<file path="config.mk">
export PLATFORM = sky130hd
export DESIGN_NAME = dcache_ctrl
export DESIGN_NICKNAME = d
export VERILOG_FILES = /design/src/hdl/dcache_pkg.sv /design/src/hdl/dcache_ctrl.sv
export SDC_FILE = /design/constraint.sdc
export NUM_CORES = 1
export LEC_CHECK = 0
export BUFFER_PORTS_ARGS = -buffer_cell sky130_fd_sc_hd__clkbuf_2
export CORE_AREA = 2 2 198 200
export CTS_BUF_LIST = sky130_fd_sc_hd__clkbuf_2 sky130_fd_sc_hd__clkbuf_4 sky130_fd_sc_hd__clkbuf_8
export CTS_CLUSTER_SIZE = 40
export DETAILED_ROUTE_END_ITERATION = 12
export DIE_AREA = 0 0 200 202
export MAX_ROUTING_LAYER = met4
export PLACE_DENSITY = 0.38
export SYNTH_ARGS = -nofsm -noshare
export SYNTH_HDL_FRONTEND = slang
export SYNTH_SLANG_ARGS = --single-unit
export TNS_END_PERCENT = 5
</file>
<file path="constraint.sdc">
create_clock -name i_clk -period 4.55 [get_ports i_clk]
set_input_delay 0.6825 -clock i_clk [delete_from_list [all_inputs] [get_ports i_clk]]
set_output_delay 0.6825 -clock i_clk [all_outputs]
set_load 0.01 [all_outputs]
</file>
<file path="src/hdl/dcache_pkg.sv">
`default_nettype none

package dcache_pkg;

    localparam int ADDR_W = 24;     // Halfword address
    localparam int DATA_W = 16;
    localparam int OFF_W = 2;       // Four halfwords per line
    localparam int LINE_W = 64;
    localparam int IDX_W_DEFAULT = 6;
    localparam int TAG_W_DEFAULT = ADDR_W - IDX_W_DEFAULT - OFF_W;

    // Everything below this address belongs to the protected zero page
    localparam logic [ADDR_W-1:0] FIRST_PAGE_DEFAULT = 24'h000800;

    typedef struct packed {
        logic [ADDR_W-1:0] addr;
        logic [DATA_W-1:0] wdata;
        logic [1:0]        sel;        // Bit 0 is the low byte
        logic              we;
        logic              cacheable;
    } cpu_req_t;

    // A narrower tag from a wider index sits zero-extended in the low bits
    typedef struct packed {
        logic [TAG_W_DEFAULT-1:0] tag;
        logic [LINE_W-1:0]        line;
        logic                     dirty;
        logic                     valid;
    } cache_entry_t;

    typedef enum logic [1:0] {
        OP_SINGLE_RD,
        OP_SINGLE_WR,
        OP_LINE_FILL,
        OP_LINE_WB
    } line_op_t;

    typedef struct packed {
        line_op_t          op;
        logic [ADDR_W-1:0] adr;    // Line base for bursts, beat address for singles
        logic [DATA_W-1:0] wdata;
        logic [1:0]        sel;
        logic [LINE_W-1:0] line;   // Victim line for a writeback
    } line_cmd_t;

endpackage

`default_nettype wire

</file>
<file path="src/hdl/dcache_ctrl.sv">
`timescale 1ns/1ps
`default_nettype none

module dcache_ctrl #(
    parameter int P_IDX_W = dcache_pkg::IDX_W_DEFAULT
) (
    input  wire logic                           i_clk,
    input  wire logic                           i_rst,
    input  wire logic                           i_req_valid,
    input  wire dcache_pkg::cpu_req_t           i_req,
    output logic                                o_req_done,
    output logic                                o_ack,
    output logic [dcache_pkg::DATA_W-1:0]       o_rdata,
    output logic [P_IDX_W-1:0]                  o_idx,
    output logic [1:0]                          o_way_we,
    output dcache_pkg::cache_entry_t            o_wentry,
    input  wire dcache_pkg::cache_entry_t       i_rentry0,
    input  wire dcache_pkg::cache_entry_t       i_rentry1,
    output logic                                o_cmd_valid,
    output dcache_pkg::line_cmd_t               o_cmd,
    input  wire logic                           i_cmd_done,
    input  wire logic [dcache_pkg::LINE_W-1:0]  i_fill_line,
    input  wire logic [dcache_pkg::DATA_W-1:0]  i_rdata_single,
    output logic                                o_ready
);
    import dcache_pkg::*;

    localparam int TAG_W = ADDR_W - P_IDX_W - OFF_W;

    typedef enum logic [2:0] {
        S_SWEEP, S_IDLE, S_LOOKUP, S_COMPARE, S_MERGE, S_WB, S_FILL, S_SINGLE
    } state_t;

    state_t                   state;
    logic [P_IDX_W-1:0]       sweep_idx;
    logic [P_IDX_W-1:0]       req_idx;
    logic [OFF_W-1:0]         req_off;
    logic [TAG_W_DEFAULT-1:0] req_tag;
    logic [1:0]               hit;
    logic                     victim;
    logic                     hit_q;
    logic                     way_q;        // Hit way, or the victim on a miss
    logic                     last_victim;
    cache_entry_t             sel_entry;
    logic [LINE_W-1:0]        merge_src;
    logic [LINE_W-1:0]        merged_line;

    function automatic logic [LINE_W-1:0] merge_line(input logic [LINE_W-1:0] line,
                                                     input logic [OFF_W-1:0]  off,
                                                     input logic [DATA_W-1:0] wdata,
                                                     input logic [1:0]        sel);
        logic [LINE_W-1:0] res;
        res = line;
        if (sel[0]) res[off*DATA_W +: 8] = wdata[7:0];
        if (sel[1]) res[off*DATA_W + 8 +: 8] = wdata[15:8];
        return res;
    endfunction

    assign req_idx = i_req.addr[OFF_W +: P_IDX_W];
    assign req_off = i_req.addr[OFF_W-1:0];
    assign req_tag = TAG_W_DEFAULT'(i_req.addr[ADDR_W-1 -: TAG_W]);

    assign hit[0] = i_rentry0.valid && (i_rentry0.tag == req_tag);
    assign hit[1] = i_rentry1.valid && (i_rentry1.tag == req_tag);

    // Invalid way first, then a clean one, else alternate
    always_comb begin
        if (!i_rentry0.valid)      victim = 1'b0;
        else if (!i_rentry1.valid) victim = 1'b1;
        else if (!i_rentry0.dirty) victim = 1'b0;
        else if (!i_rentry1.dirty) victim = 1'b1;
        else                       victim = ~last_victim;
    end

    assign sel_entry = way_q ? i_rentry1 : i_rentry0;
    assign merge_src = (state == S_FILL) ? i_fill_line : sel_entry.line;
    assign merged_line = merge_line(merge_src, req_off, i_req.wdata, i_req.sel);

    always_ff @(posedge i_clk) begin
        if (i_rst) begin
            state       <= S_SWEEP;
            sweep_idx   <= '0;
            hit_q       <= 1'b0;
            way_q       <= 1'b0;
            last_victim <= 1'b0;
        end else begin
            case (state)
                S_SWEEP: begin
                    sweep_idx <= sweep_idx + 1'b1;
                    if (&sweep_idx) state <= S_IDLE;
                end
                S_IDLE: begin
                    if (i_req_valid) state <= i_req.cacheable ? S_LOOKUP : S_SINGLE;
                end
                S_LOOKUP: begin
                    hit_q <= |hit;
                    way_q <= (|hit) ? hit[1] : victim;
                    state <= S_COMPARE;
                end
                S_COMPARE: begin
                    if (hit_q) begin
                        state <= i_req.we ? S_MERGE : S_IDLE;
                    end else begin
                        last_victim <= way_q;
                        // Only a dirty victim needs a writeback burst first
                        state <= (sel_entry.valid && sel_entry.dirty) ? S_WB : S_FILL;
                    end
                end
                S_WB: if (i_cmd_done) state <= S_FILL;
                S_FILL, S_SINGLE: if (i_cmd_done) state <= S_IDLE;
                default: state <= S_IDLE;
            endcase
        end
    end

    assign o_ready = (state != S_SWEEP);
    assign o_idx = (state == S_SWEEP) ? sweep_idx : req_idx;

    always_comb begin
        o_way_we = '0;
        case (state)
            S_SWEEP: o_way_we = 2'b11;
            S_MERGE: o_way_we[way_q] = 1'b1;
            S_FILL:  o_way_we[way_q] = i_cmd_done;
            default: o_way_we = '0;
        endcase
    end

    // A write miss merges straight into the fetched line
    always_comb begin
        if (state == S_SWEEP) begin
            o_wentry = '0;
        end else begin
            o_wentry.tag   = req_tag;
            o_wentry.line  = i_req.we ? merged_line : merge_src;
            o_wentry.dirty = i_req.we;
            o_wentry.valid = 1'b1;
        end
    end

    assign o_ack = (state == S_COMPARE && hit_q && !i_req.we) || (state == S_MERGE)
                || ((state == S_FILL || state == S_SINGLE) && i_cmd_done);
    assign o_req_done = o_ack;
    assign o_rdata = (state == S_SINGLE) ? i_rdata_single : merge_src[req_off*DATA_W +: DATA_W];

    assign o_cmd_valid = (state == S_WB) || (state == S_FILL) || (state == S_SINGLE);

    always_comb begin
        o_cmd.wdata = i_req.wdata;
        o_cmd.sel   = i_req.sel;
        o_cmd.line  = sel_entry.line;
        case (state)
            S_WB: begin
                o_cmd.op  = OP_LINE_WB;
                o_cmd.adr = {sel_entry.tag[TAG_W-1:0], req_idx, {OFF_W{1'b0}}};
            end
            S_FILL: begin
                o_cmd.op  = OP_LINE_FILL;
                o_cmd.adr = {i_req.addr[ADDR_W-1:OFF_W], {OFF_W{1'b0}}};
            end
            default: begin
                o_cmd.op  = i_req.we ? OP_SINGLE_WR : OP_SINGLE_RD;
                o_cmd.adr = i_req.addr;
            end
        endcase
    end

endmodule

`default_nettype wire

</file>
== Word-level counts from Yosys, hierarchy flattened ==
Index checks and enable logic that the tools add are counted.

* Add/sub/neg operators: 4
* Order comparisons: 2
* Equality and inequality tests: 13
* Shift-type cells: 5
* Mux-type cells: 29
* Bitwise operators: 3
* Reductions and logical operators: 20

{| class="wikitable"
|+ Operators by type and width
! kind !! count
|-
| 2-to-1 mux 64 bit || 4
|-
| 2-to-1 mux 82 bit || 2
|-
| bitwise mux 64 bit || 2
|-
| variable shift 8 x 34 -> 64 bit (first input constant) || 2
|-
| indexed part select 8 x 34 -> 64 bit || 2
|-
| indexed part select 64 x 7 -> 16 bit || 1
|-
| one-hot mux 26 bit (2 select lines) || 1
|-
| negation 6 -> 34 bit || 1
|-
| negation 7 -> 34 bit || 1
|-
| equality test 16 bit || 2
|-
| 2-to-1 mux 3 bit || 7
|-
| one-hot mux 3 bit (6 select lines) || 1
|-
| 2-to-1 mux 16 bit || 1
|-
| equality test 3 bit (second input constant) || 4
|-
| != test 2 bit (second input constant) || 4
|-
| adder 6 x 4 -> 7 bit (second input constant) || 1
|-
| logical AND 1 bit || 7
|-
| 2-to-1 mux 1 bit || 7
|-
| adder 6 x 1 -> 6 bit (second input constant) || 1
|-
| equality test 3 x 2 -> 1 bit (second input constant) || 2
|-
| 2-to-1 mux 6 bit || 1
|-
| one-hot mux 2 bit (3 select lines) || 1
|-
| AND reduction 6 bit || 1
|-
| logical OR 1 bit || 5
|-
| other kinds (13) || 15
|}

* Register bits: 12
* Input port bits: 292

== Logic depth before layout (Yosys ltp) ==
Gate-level depths: netlist (run 1).

* Word-level depth: 8
* Mapped depth: 10
* Mapped depth without buffers: 6

== Worst setup path before layout (run 1) ==
Ideal clock, no wire load.

* Path type: input port to output port
* Start: input port i_req[21] in the netlist's numbering
* End: output port o_wentry[18] in the netlist's numbering
* Arrival: 2.635 ns
* Required time: 3.868 ns
* Slack: 1.232 ns
* Stages on the path: 8
* Path buffers: 2
* Cells stage by stage: clkbuf_1 -> inv_2 -> buf_2 -> ha_1 -> nand3_1 -> nor4b_2 -> a22oi_1 -> nor2_1

{| class="wikitable"
|+ RTL lines
! element !! line !! RTL
|-
| start, declared || dcache_ctrl.sv:10 || <nowiki>input wire dcache_pkg::cpu_req_t i_req,</nowiki>
|-
| end, declared || dcache_ctrl.sv:16 || <nowiki>output dcache_pkg::cache_entry_t o_wentry,</nowiki>
|}

== Worst setup path in the final report (run 1) ==
* Start: register way_q
* End: output port o_rdata[12] in the netlist's numbering

* Word-level cells in the longest chain between the ends: 4

{| class="wikitable"
|+ Ends and longest elaborated chain
! element !! line !! RTL
|-
| start, declared || dcache_ctrl.sv:42 || <nowiki>logic way_q;</nowiki>
|-
| start signal, assigned || dcache_ctrl.sv:97 || <nowiki>way_q <= (|hit) ? hit[1] : victim;</nowiki>
|-
| 2-to-1 mux 82 bit || dcache_ctrl.sv:75 || <nowiki>assign sel_entry = way_q ? i_rentry1 : i_rentry0;</nowiki>
|-
| 2-to-1 mux 64 bit || dcache_ctrl.sv:76 || <nowiki>assign merge_src = (state == S_FILL) ? i_fill_line : sel_entry.line;</nowiki>
|-
| indexed part select 64 x 7 -> 16 bit || dcache_ctrl.sv:144 || <nowiki>assign o_rdata = (state == S_SINGLE) ? i_rdata_single : merge_src[req_off*DATA_W +: DATA_W];</nowiki>
|-
| 2-to-1 mux 16 bit || dcache_ctrl.sv:144 ||
|-
| end, declared || dcache_ctrl.sv:13 || <nowiki>output logic [dcache_pkg::DATA_W-1:0] o_rdata,</nowiki>
|}

Every way passes these cells.

==> flow_metrics.py, run 1 <==
metrics = {
    "status": {
        "status": "finished clean",
    },
    "hold_path": {
        "hold_class": "reg2reg",
    },
    "cells_and_area": {
        "syn_to_final_growth_pct": 59.61,
        "fill_cells": 4409,
        "fin_util_pct": 20.48,
        "num-nets-final": 1456,
        "antennaDiodeCount": 0,
        "drive_gt1_share_pct": 54.19,
        "final_cells": 1675,
    },
    "synth": {
        "synth.avg_cell_area_sq_um": 6.920,
        "async_flop_share_pct": 0,
        "synth_most_common_cell": "nor2_1",
        "synth_top_family_by_area": "multiplexers",
        "yosysTopAreaCellShare_pct": 20.17,
        "synth_xor_area_share_pct": 6.595,
        "synth_nets": 1008,
        "netlist_top_cells_area": "mux2_2, mux2i_1, nor2_1",
        "synth_common_cells": "nor2_1, mux2_2, mux2i_1",
        "synth_compound_area_share_pct": 17.42,
        "synthAdderAreaFrac_pct": 1.528,
        "ys_seq_area_share_pct": 4.889,
        "synth_area_sq_um": 4913,
        "synth_ff_type": "dfxtp_1",
        "ys_types": 43,
        "synth_edf_count": 0,
        "synth.largest_area_cell": "mux2_2",
        "ys_warn_count": 0,
        "ys_seq_elements": 12,
        "yosys.area_share.simple_pct": 24.98,
        "syn_inst": 710,
        "synthMuxAreaShare_pct": 34.84,
    },
    "die": {
        "die_h_um": 202,
        "core_sq_um": 38290,
        "die_w_um": 200,
        "core.rowCount": 72,
        "initial_utilization_pct": 12.83,
        "dieArea_sq_um": 40400,
        "num_io_pins": 510,
    },
    "pwr": {
        "vdd_ir_drop_max_mv": 0.04237,
        "powerDensity_nw_per_um2": 97.03,
        "p_leak_nw": 4.226,
    },
    "route": {
        "viasPerCell": 4.239,
        "dr_wl_met3_mm": 1.936,
        "wl_met2_mm": 18.48,
        "drc": 0,
        "routed_wl_mm": 34.86,
        "top_layer_used": "met4",
        "drtIter0Drc": 284,
        "via_count": 7101,
        "antenna_left": 0,
        "dr.pass1.iters": 4,
        "met1_length_mm": 14.03,
        "wl_per_cell_um": 20.81,
    },
    "global_routing": {
        "grt_pass1_vias": 7166,
        "grt_usage_pct": 16.55,
        "grt_max_degree": 77,
        "antenna_found_initial": 0,
        "grt_pass1_wl_mm": 47.51,
        "overflow": 0,
    },
    "clock_network": {
        "path_clk_slew_ns": 0.06,
        "clockBufferDepth": 2,
        "cts_tree": "yes",
        "worstSkewPairLatency_ns": 0.24,
        "clk_root_buffer_cell": "clkbuf_8",
        "cts_hold_buf": 0,
        "cts_buffers": 3,
        "htree_levels": 1,
        "cts_setup_buffers": 0,
        "cts_resized": 0,
        "clkSinkCount": 12,
    },
    "timing": {
        "hold_violations": 0,
        "relSlewSlack_pct": 43.45,
        "hold_ws_ns": 0.4893,
        "finalMaxSlewViolations": 0,
        "rsz0062_at_grt": "no",
        "fin_setup_tns_ns": 0,
        "min_period_over_period_pct": 76.89,
        "clock_skew_ns": 0.006955,
        "fin_ws_ns": 1.052,
        "worst_pin_slew_ns": 0.8483,
        "finalSetupViolations": 0,
        "period_needed_ns": 3.498,
        "max_freq_ghz": 0.2859,
    },
    "critical_path": {
        "critPathLaunchType": "register",
        "worstSetupEndpointType": "primary output",
        "worst_ep_required_time_ns": 3.87,
        "path_class": "reg2out",
        "critPathArrivalTime_ns": 2.82,
        "path_max_fanout": 33,
    },
    "place": {
        "placed_cells": 1671,
        "post-place-ws_ns": 1.007,
        "hpwlAfterDp_mm": 29.90,
        "io_buffers": 509,
        "finalWeightedCongestion": 0.8306,
    },
    "job": {
        "drv_cap": 0,
    },
}
registers in the layout, indices dropped and copies added, names as in the netlist:
name,flops
sweep_idx,6
state,3
last_victim,1
hit_q,1
way_q,1
per-stage QoR:
step | area (sq um) | total power, mW
2_1_floorplan | 4913 | 0.3588
3_3_place_gp | 7794 | 0.6627
3_5_place_dp | 7794 | 0.6624
4_1_cts | 7843 | 0.7745
5_1_grt | 7843 | 0.8230
6_report | 7843 | 0.7609
final cells by class:
cell class | count | area (sq um) | share of cell area, %
inverters | 4 | 15.01 | 0.1914
clock buffers | 4 | 48.80 | 0.6222
flip-flops and latches | 12 | 244.0 | 3.111
repair buffers | 526 | 2688 | 34.27
multi-input cells | 611 | 4199 | 53.54
well taps | 518 | 648.1 | 8.264
path summary, 6_finish.rpt:
kind	from	to	slack, ns	cells after the start
max	way_q$_SDFFE_PP0N_	o_rdata[12]	1.05	7
min reg2reg	sweep_idx[1]$_SDFFE_PP0N_	sweep_idx[1]$_SDFFE_PP0N_	0.49	2
min	sweep_idx[1]$_SDFFE_PP0N_	sweep_idx[1]$_SDFFE_PP0N_	0.49	2
max reg2reg	way_q$_SDFFE_PP0N_	state[1]$_SDFFE_PP0P_	2.30	6
report_power, final:
part	switching (mW)	internal (mW)	total (mW)
sequential	0.00273	0.107	0.110
clock	0.0406	0.0677	0.108
combinational	0.304	0.239	0.543
total	0.347	0.414	0.761
cells in the final DEF, fill, tap and decap left out, types with 3 or more instances in the layout:
cell      instances
clkbuf_2        509
nor2_1          168
mux2_2           88
mux2i_1          72
nand2_1          54
a31oi_1          45
a22oi_1          24
o21ai_0          22
xnor2_1          22
and2_1           17
a211oi_1         17
buf_4            16
xor2_1           15
dfxtp_1          11
nand3_1           8
o32ai_1           8
and3_1            6
nand4_1           6
ha_1              6
nand3b_1          5
nor4_1            3
a21oi_1           3
clkbuf_8          3
critical path, cell delays in order, from the launching register on:
cell	delay, ns
dfxtp_4	0.62
buf_4	0.51
mux2_2	0.41
mux2i_1	0.41
mux2i_1	0.18
o32ai_1	0.16
nor2_1	0.09
clkbuf_2	0.15
cell families after synthesis:
family / count (synthesis)
simple gates: 280
fa+ha+maj: 6
buf+inv: 87
flops: 12
compound gates: 128
mux: 160
xor+xnor: 37
per-layer routing:
layer  track usage (%)  vias to the layer above
li1                  -                     3411
met1             18.72                     3320
met2             31.97                      351
met3             1.151                       19
met4             2.381                        0
met5                 -                        -
(Power assumes the default switching activity.)
==> inputs of run 2 (changes only) <==
Settings changed: CORE_AREA 2 2 198 200 to 2 2 200 202, DIE_AREA 0 0 200 202 to 0 0 202 204, PLACE_DENSITY 0.38 to 0.37.
Clock period 4.55 ns to 3.28 ns, I/O delays scaled along.
==> run 2 against run 1 <==
Global-route usage is 0.81 points lower. Combinational power is 38% higher. Clock-buffer cell count stayed put. Hold slack worse by 0.0022 ns. Via count is 0.31% higher. Cell area is 1.6% higher. Clock skew is 0.0046 ns lower. Register-to-register slack worse by 0.90 ns. Utilization is 0.15 points lower. Cell count is 1.1% higher. Power is 39% higher. Routed wire length is 3.3% lower.
==> flow_metrics.py, run 2 (synthesis gave the netlist of run 1 again) <==
metrics = {
    "cells_and_area": {
        "syn_to_final_growth_pct": 62.13,
        "num-nets-final": 1466,
        "seq_area_sq_um": 244.0,
        "fin_util_pct": 20.33,
        "drive_gt1_share_pct": 54.58,
        "regMostFlops": "sweep_idx",
        "final_cells": 1693,
        "final_common_cell": "clkbuf_2",
        "mostFrequentLayoutCells": "clkbuf_2, nor2_1, mux2_2",
        "fill_cells": 4561,
        "largest_reg_flops": 6,
        "multi_input_comb_area_sq_um": 4199,
        "reg.largest.list": "sweep_idx: 6 flops, state: 3 flops",
    },
    "die": {
        "dieArea_sq_um": 41210,
        "initial_utilization_pct": 12.54,
        "num_io_pins": 510,
        "core.rowCount": 73,
        "die_w_um": 202,
        "core_sq_um": 39180,
        "die_h_um": 204,
    },
    "pwr": {
        "p_leak_nw": 4.292,
        "sw_frac_of_total_pct": 44.95,
        "vdd_ir_drop_max_mv": 0.07225,
        "finalPower_mw": 1.055,
        "seqPwrFrac_pct": 14.4,
        "power.switching_uw": 474.4,
        "powerDensity_nw_per_um2": 132.5,
        "clkPwrFrac_pct": 14.5,
        "intPower_uw": 581.0,
        "pwr-share-comb_pct": 71.1,
    },
    "global_routing": {
        "grt_pass1_vias": 6984,
        "grtUsageMet3_pct": 1.802,
        "use_met2_pct": 30.01,
        "grt_usage_pct": 15.74,
        "met1_usage_pct": 17.82,
        "grt_pass1_wl_mm": 47.04,
        "busiest_layer": "met2",
        "antenna_found_initial": 2,
        "grt_max_degree": 77,
        "overflow": 0,
    },
    "clock_network": {
        "cts_buffers": 3,
        "clockBufferDepth": 2,
        "cts_hold_buf": 0,
        "cts_setup_buffers": 0,
        "htree_levels": 1,
        "cts_resized": 0,
        "clk_root_buffer_cell": "clkbuf_8",
        "cts_tree": "yes",
        "clkSinkCount": 12,
        "worstSkewPairLatency_ns": 0.24,
        "path_clk_slew_ns": 0.06,
    },
    "critical_path": {
        "worstSetupEndpointType": "primary output",
        "path_max_fanout": 29,
        "crit_chain": "buf_4 > mux2_2 > mux2i_1 > nor2_1 > o32ai_1 > nor2_1 > clkbuf_2",
        "worst_ep_required_time_ns": 2.79,
        "cp_slowest_stage_delay_ns": 0.40,
        "critical-path-slowest-cell": "mux2_2",
        "ff2ff_setup_slack_ns": 1.40,
        "critPathArrivalTime_ns": 2.39,
        "ff2ff_path_depth": 6,
        "critPathLaunchType": "register",
        "path_class": "reg2out",
        "crit_path_frequent_cell": "nor2_1",
    },
    "timing": {
        "clock_skew_ns": 0.002369,
        "worst_pin_slew_ns": 0.8107,
        "hold_violations": 0,
        "fin_setup_tns_ns": 0,
        "max_freq_ghz": 0.3472,
        "period_needed_ns": 2.880,
        "rsz0062_at_grt": "no",
        "finalSetupViolations": 0,
        "finalMaxSlewViolations": 0,
        "fin_ws_ns": 0.3999,
        "relSlewSlack_pct": 45.75,
        "min_period_over_period_pct": 87.81,
    },
    "route": {
        "wl_per_cell_um": 19.91,
        "routed_wl_mm": 33.71,
        "drtIter0Drc": 296,
        "dr.pass1.iters": 5,
        "via_count": 7123,
        "viasPerCell": 4.207,
        "antenna_left": 0,
        "drc": 0,
    },
    "place": {
        "post-place-ws_ns": 0.3690,
        "hpwlAfterDp_mm": 29.35,
        "io_buffers": 509,
        "placed_cells": 1688,
        "finalWeightedCongestion": 0.8209,
    },
    "hold_path": {
        "min_path_cells": 2,
        "hold_class": "reg2reg",
    },
    "status": {
        "status": "finished clean",
    },
    "job": {
        "drv_cap": 0,
    },
}
==> run 2: cell types whose count changed in the layout (fill, tap and decap cells not counted), sizes merged <==
cell	change
buf	+10
diode	+1
==> run 2: stage by stage <==
stage          hold slack, ns  cell area [sq um]
2_1_floorplan          0.4541               4913
3_3_place_gp           0.4776               7915
3_5_place_dp           0.4828               7915
4_1_cts                0.4905               7964
5_1_grt                0.5251               7966
6_report               0.4871               7966
==> run 2: area by class of cell <==
cell class | instances | share of cell area, %
timing repair buffer | 536 | 35.15
sequential | 12 | 3.063
multi-input combinational | 611 | 52.71
clock buffer | 4 | 0.6125
antenna | 1 | 0.03141
tap | 525 | 8.246
inverter | 4 | 0.1885
==> run 2: worst paths after layout <==
check                                          startpoint                         to
worst max register to register         way_q$_SDFFE_PP0N_      state[1]$_SDFFE_PP0P_
worst min register to register  sweep_idx[1]$_SDFFE_PP0N_  sweep_idx[1]$_SDFFE_PP0N_
worst min-delay path            sweep_idx[1]$_SDFFE_PP0N_  sweep_idx[1]$_SDFFE_PP0N_
worst max-delay path                   way_q$_SDFFE_PP0N_                o_rdata[12]
==> run 2: layer usage <==
layer | share of wire [%] | vias up
li1 | - | 3439
met1 | 39 | 3321
met2 | 53 | 343
met3 | 6.4 | 20
met4 | 1.3 | 0
met5 | 0 | -
==> run 2: worst max-delay path, delay by kind of cell, from the launching register on <==
family / cells / cell delay [ns]
muxes: 2 / 0.78
DFF: 1 / 0.36
and+or+nand+nor: 2 / 0.17
AOI/OAI and AO/OA: 1 / 0.29
buffers and inverters: 2 / 0.51
==> run 2: power by group through the flow <==
stage	clock (mW)	sequential, mW	combinational [mW]
CTS	0.157	0.152	0.765
detailed placement	0	0.155	0.761
global placement	0	0.155	0.761
floorplan	0	0.155	0.343
global route	0.170	0.152	0.821
finish	0.153	0.152	0.750
==> inputs of run 3 (changes only) <==
==> constraint.sdc (replaced) <==
create_clock -name i_clk -period 3.28 [get_ports i_clk]
set_input_delay 0.656 -clock i_clk [delete_from_list [all_inputs] [get_ports i_clk]]
set_output_delay 0.656 -clock i_clk [all_outputs]
set_load 0.01 [all_outputs]
==> run 3 against run 2 <==
First-iteration DRC count increased by 16%. Combinational power is essentially flat. Critical path depth down 1. Setup slack worse by 0.30 ns. Non-clock buffer count is 7 higher. Maximum frequency down 9.4%. Sequential share of layout area about the same. Clock power down 4%. Via count increased by 0.25%. Highest routed layer unchanged. Critical path type unchanged. Clock skew is 0.0012 ns higher. Cell area grew 0.82%.
==> flow_metrics.py, run 3 (synthesis gave the netlist of run 1 again) <==
metrics = {
    "status": {
        "status": "finished clean",
    },
    "cells_and_area": {
        "num-nets-final": 1473,
        "syn_to_final_growth_pct": 63.46,
        "multi_input_comb_area_sq_um": 4199,
        "largest_reg_flops": 6,
        "reg.largest.list": "sweep_idx: 6 flops, state: 3 flops",
        "regMostFlops": "sweep_idx",
        "final_area_sq_um": 8031,
        "final_common_cell": "clkbuf_2",
        "final_cells": 1700,
        "seq_area_sq_um": 244.0,
        "mostFrequentLayoutCells": "clkbuf_2, nor2_1, mux2_2",
        "drive_gt1_share_pct": 54.86,
        "fill_cells": 4532,
    },
    "route": {
        "drc": 0,
        "dr.pass1.iters": 4,
        "via_count": 7141,
        "drtIter0Drc": 344,
        "wl_per_cell_um": 20.40,
        "viasPerCell": 4.201,
        "antenna_left": 0,
        "routed_wl_mm": 34.68,
    },
    "hold_path": {
        "hold_class": "reg2reg",
        "worst_hold_path.endpoint": "sweep_idx[1]$_SDFFE_PP0N_",
        "min_path_cells": 2,
        "hold_start": "sweep_idx[1]$_SDFFE_PP0N_",
    },
    "critical_path": {
        "critPathArrivalTime_ns": 2.52,
        "path_class": "reg2out",
        "critPathLaunchType": "register",
        "cp_slowest_stage_delay_ns": 0.67,
        "reg2reg_to": "state[1]$_SDFFE_PP0P_",
        "path_max_fanout": 22,
        "worst_ep_required_time_ns": 2.62,
        "ff2ff_path_depth": 6,
        "crit_chain": "buf_12 > mux2_2 > mux2_2 > a211oi_1 > a211oi_1 > clkbuf_2",
        "critical-path-slowest-cell": "dfxtp_4",
        "worstSetupEndpointType": "primary output",
        "ff2ff_setup_slack_ns": 1.23,
        "r2r_start": "way_q$_SDFFE_PP0N_",
        "cp-startpoint": "way_q$_SDFFE_PP0N_",
    },
    "clock_network": {
        "clkSinkCount": 12,
        "worstSkewPairLatency_ns": 0.24,
        "path_clk_slew_ns": 0.05,
        "cts_buffers": 3,
        "cts_tree": "yes",
        "htree_levels": 1,
        "cts_hold_buf": 0,
        "clockBufferDepth": 2,
        "clk_root_buffer_cell": "clkbuf_8",
    },
    "place": {
        "placed_cells": 1694,
        "io_buffers": 509,
        "post-place-ws_ns": 0.2946,
        "hpwlAfterDp_mm": 29.50,
        "dpl_cell_area_sq_um": 7960,
        "finalWeightedCongestion": 0.8604,
    },
    "die": {
        "core.rowCount": 73,
        "die_w_um": 202,
        "dieArea_sq_um": 41210,
        "initial_utilization_pct": 12.54,
        "die_h_um": 204,
        "core_sq_um": 39180,
        "num_io_pins": 510,
    },
    "timing": {
        "hold_violations": 0,
        "finalMaxSlewViolations": 0,
        "fin_ws_ns": 0.1021,
        "finalSetupViolations": 0,
        "clock_skew_ns": 0.003561,
        "fin_setup_tns_ns": 0,
        "hold_ws_ns": 0.4862,
        "worst_pin_slew_ns": 0.8013,
        "min_period_over_period_pct": 96.89,
        "rsz0062_at_grt": "no",
        "relSlewSlack_pct": 46.52,
        "max_freq_ghz": 0.3147,
        "period_needed_ns": 3.178,
    },
    "global_routing": {
        "grt_pass1_wl_mm": 47.90,
        "grt_pass1_vias": 7076,
        "overflow": 0,
        "antenna_found_initial": 1,
        "grt_max_degree": 77,
        "grt_usage_pct": 15.92,
    },
    "pwr": {
        "p_leak_nw": 4.330,
        "powerDensity_nw_per_um2": 130.6,
        "vdd_ir_drop_max_mv": 0.08546,
    },
    "job": {
        "drv_cap": 0,
    },
}
-- run 3: cell type report --
type                       instances  area share, %
multi-input combinational        611          52.28
timing repair buffer             543          35.68
tap                              525          8.179
sequential                        12          3.038
clock buffer                       4         0.6076
inverter                           4         0.1869
antenna                            1        0.03116
-- run 3: timing repair --
| action | CTS | global route |
|---|---|---|
| buffers inserted | 0 | 1 |
| setup endpoints to repair | 0 | 8 |
| resized for setup | 0 | 0 |
-- run 3: worst max-delay path: cells and delay by family, from the launching register on --
kind	cells	cell delay, ns
AOI/OAI and AO/OA	2	0.48
DFF	1	0.67
muxes	2	0.66
buffers and inverters	2	0.41
-- run 3: stage by stage --
| stage | util (%) | total power, mW |
|---|---|---|
| finish | 20.50 | 1.049 |
| global route | 20.50 | 1.136 |
| CTS | 20.44 | 1.068 |
| detailed placement | 20.31 | 0.9154 |
| global placement | 20.31 | 0.9197 |
| floorplan | - | 0.4977 |
-- run 3: how the worst max path moves through the flow --
stage	slack, ns	end	depth (start not counted)
after floorplan	0.02	o_wentry[18]	8
after CTS	0.03	o_rdata[15]	7
after global routing	0.04	o_wentry[9]	7
final	0.10	o_rdata[4]	6
after detailed placement	0.29	o_rdata[15]	7
after global placement	0.28	o_rdata[12]	7
-- run 3: metal layers --
| metal | vias to the layer above | wire length (um) | global-route usage (%) |
|---|---|---|---|
| li1 | 3445 | - | - |
| met1 | 3352 | 13770 | 18.35 |
| met2 | 331 | 18510 | 30.66 |
| met3 | 13 | 2102 | 1.594 |
| met4 | 0 | 294 | 1.339 |
| met5 | - | 0 | - |
-- run 3: power by group --
group	total (mW)	internal (mW)	switching, mW
clock	0.147	0.0938	0.0533
sequential	0.152	0.148	0.00356
combinational	0.750	0.339	0.411
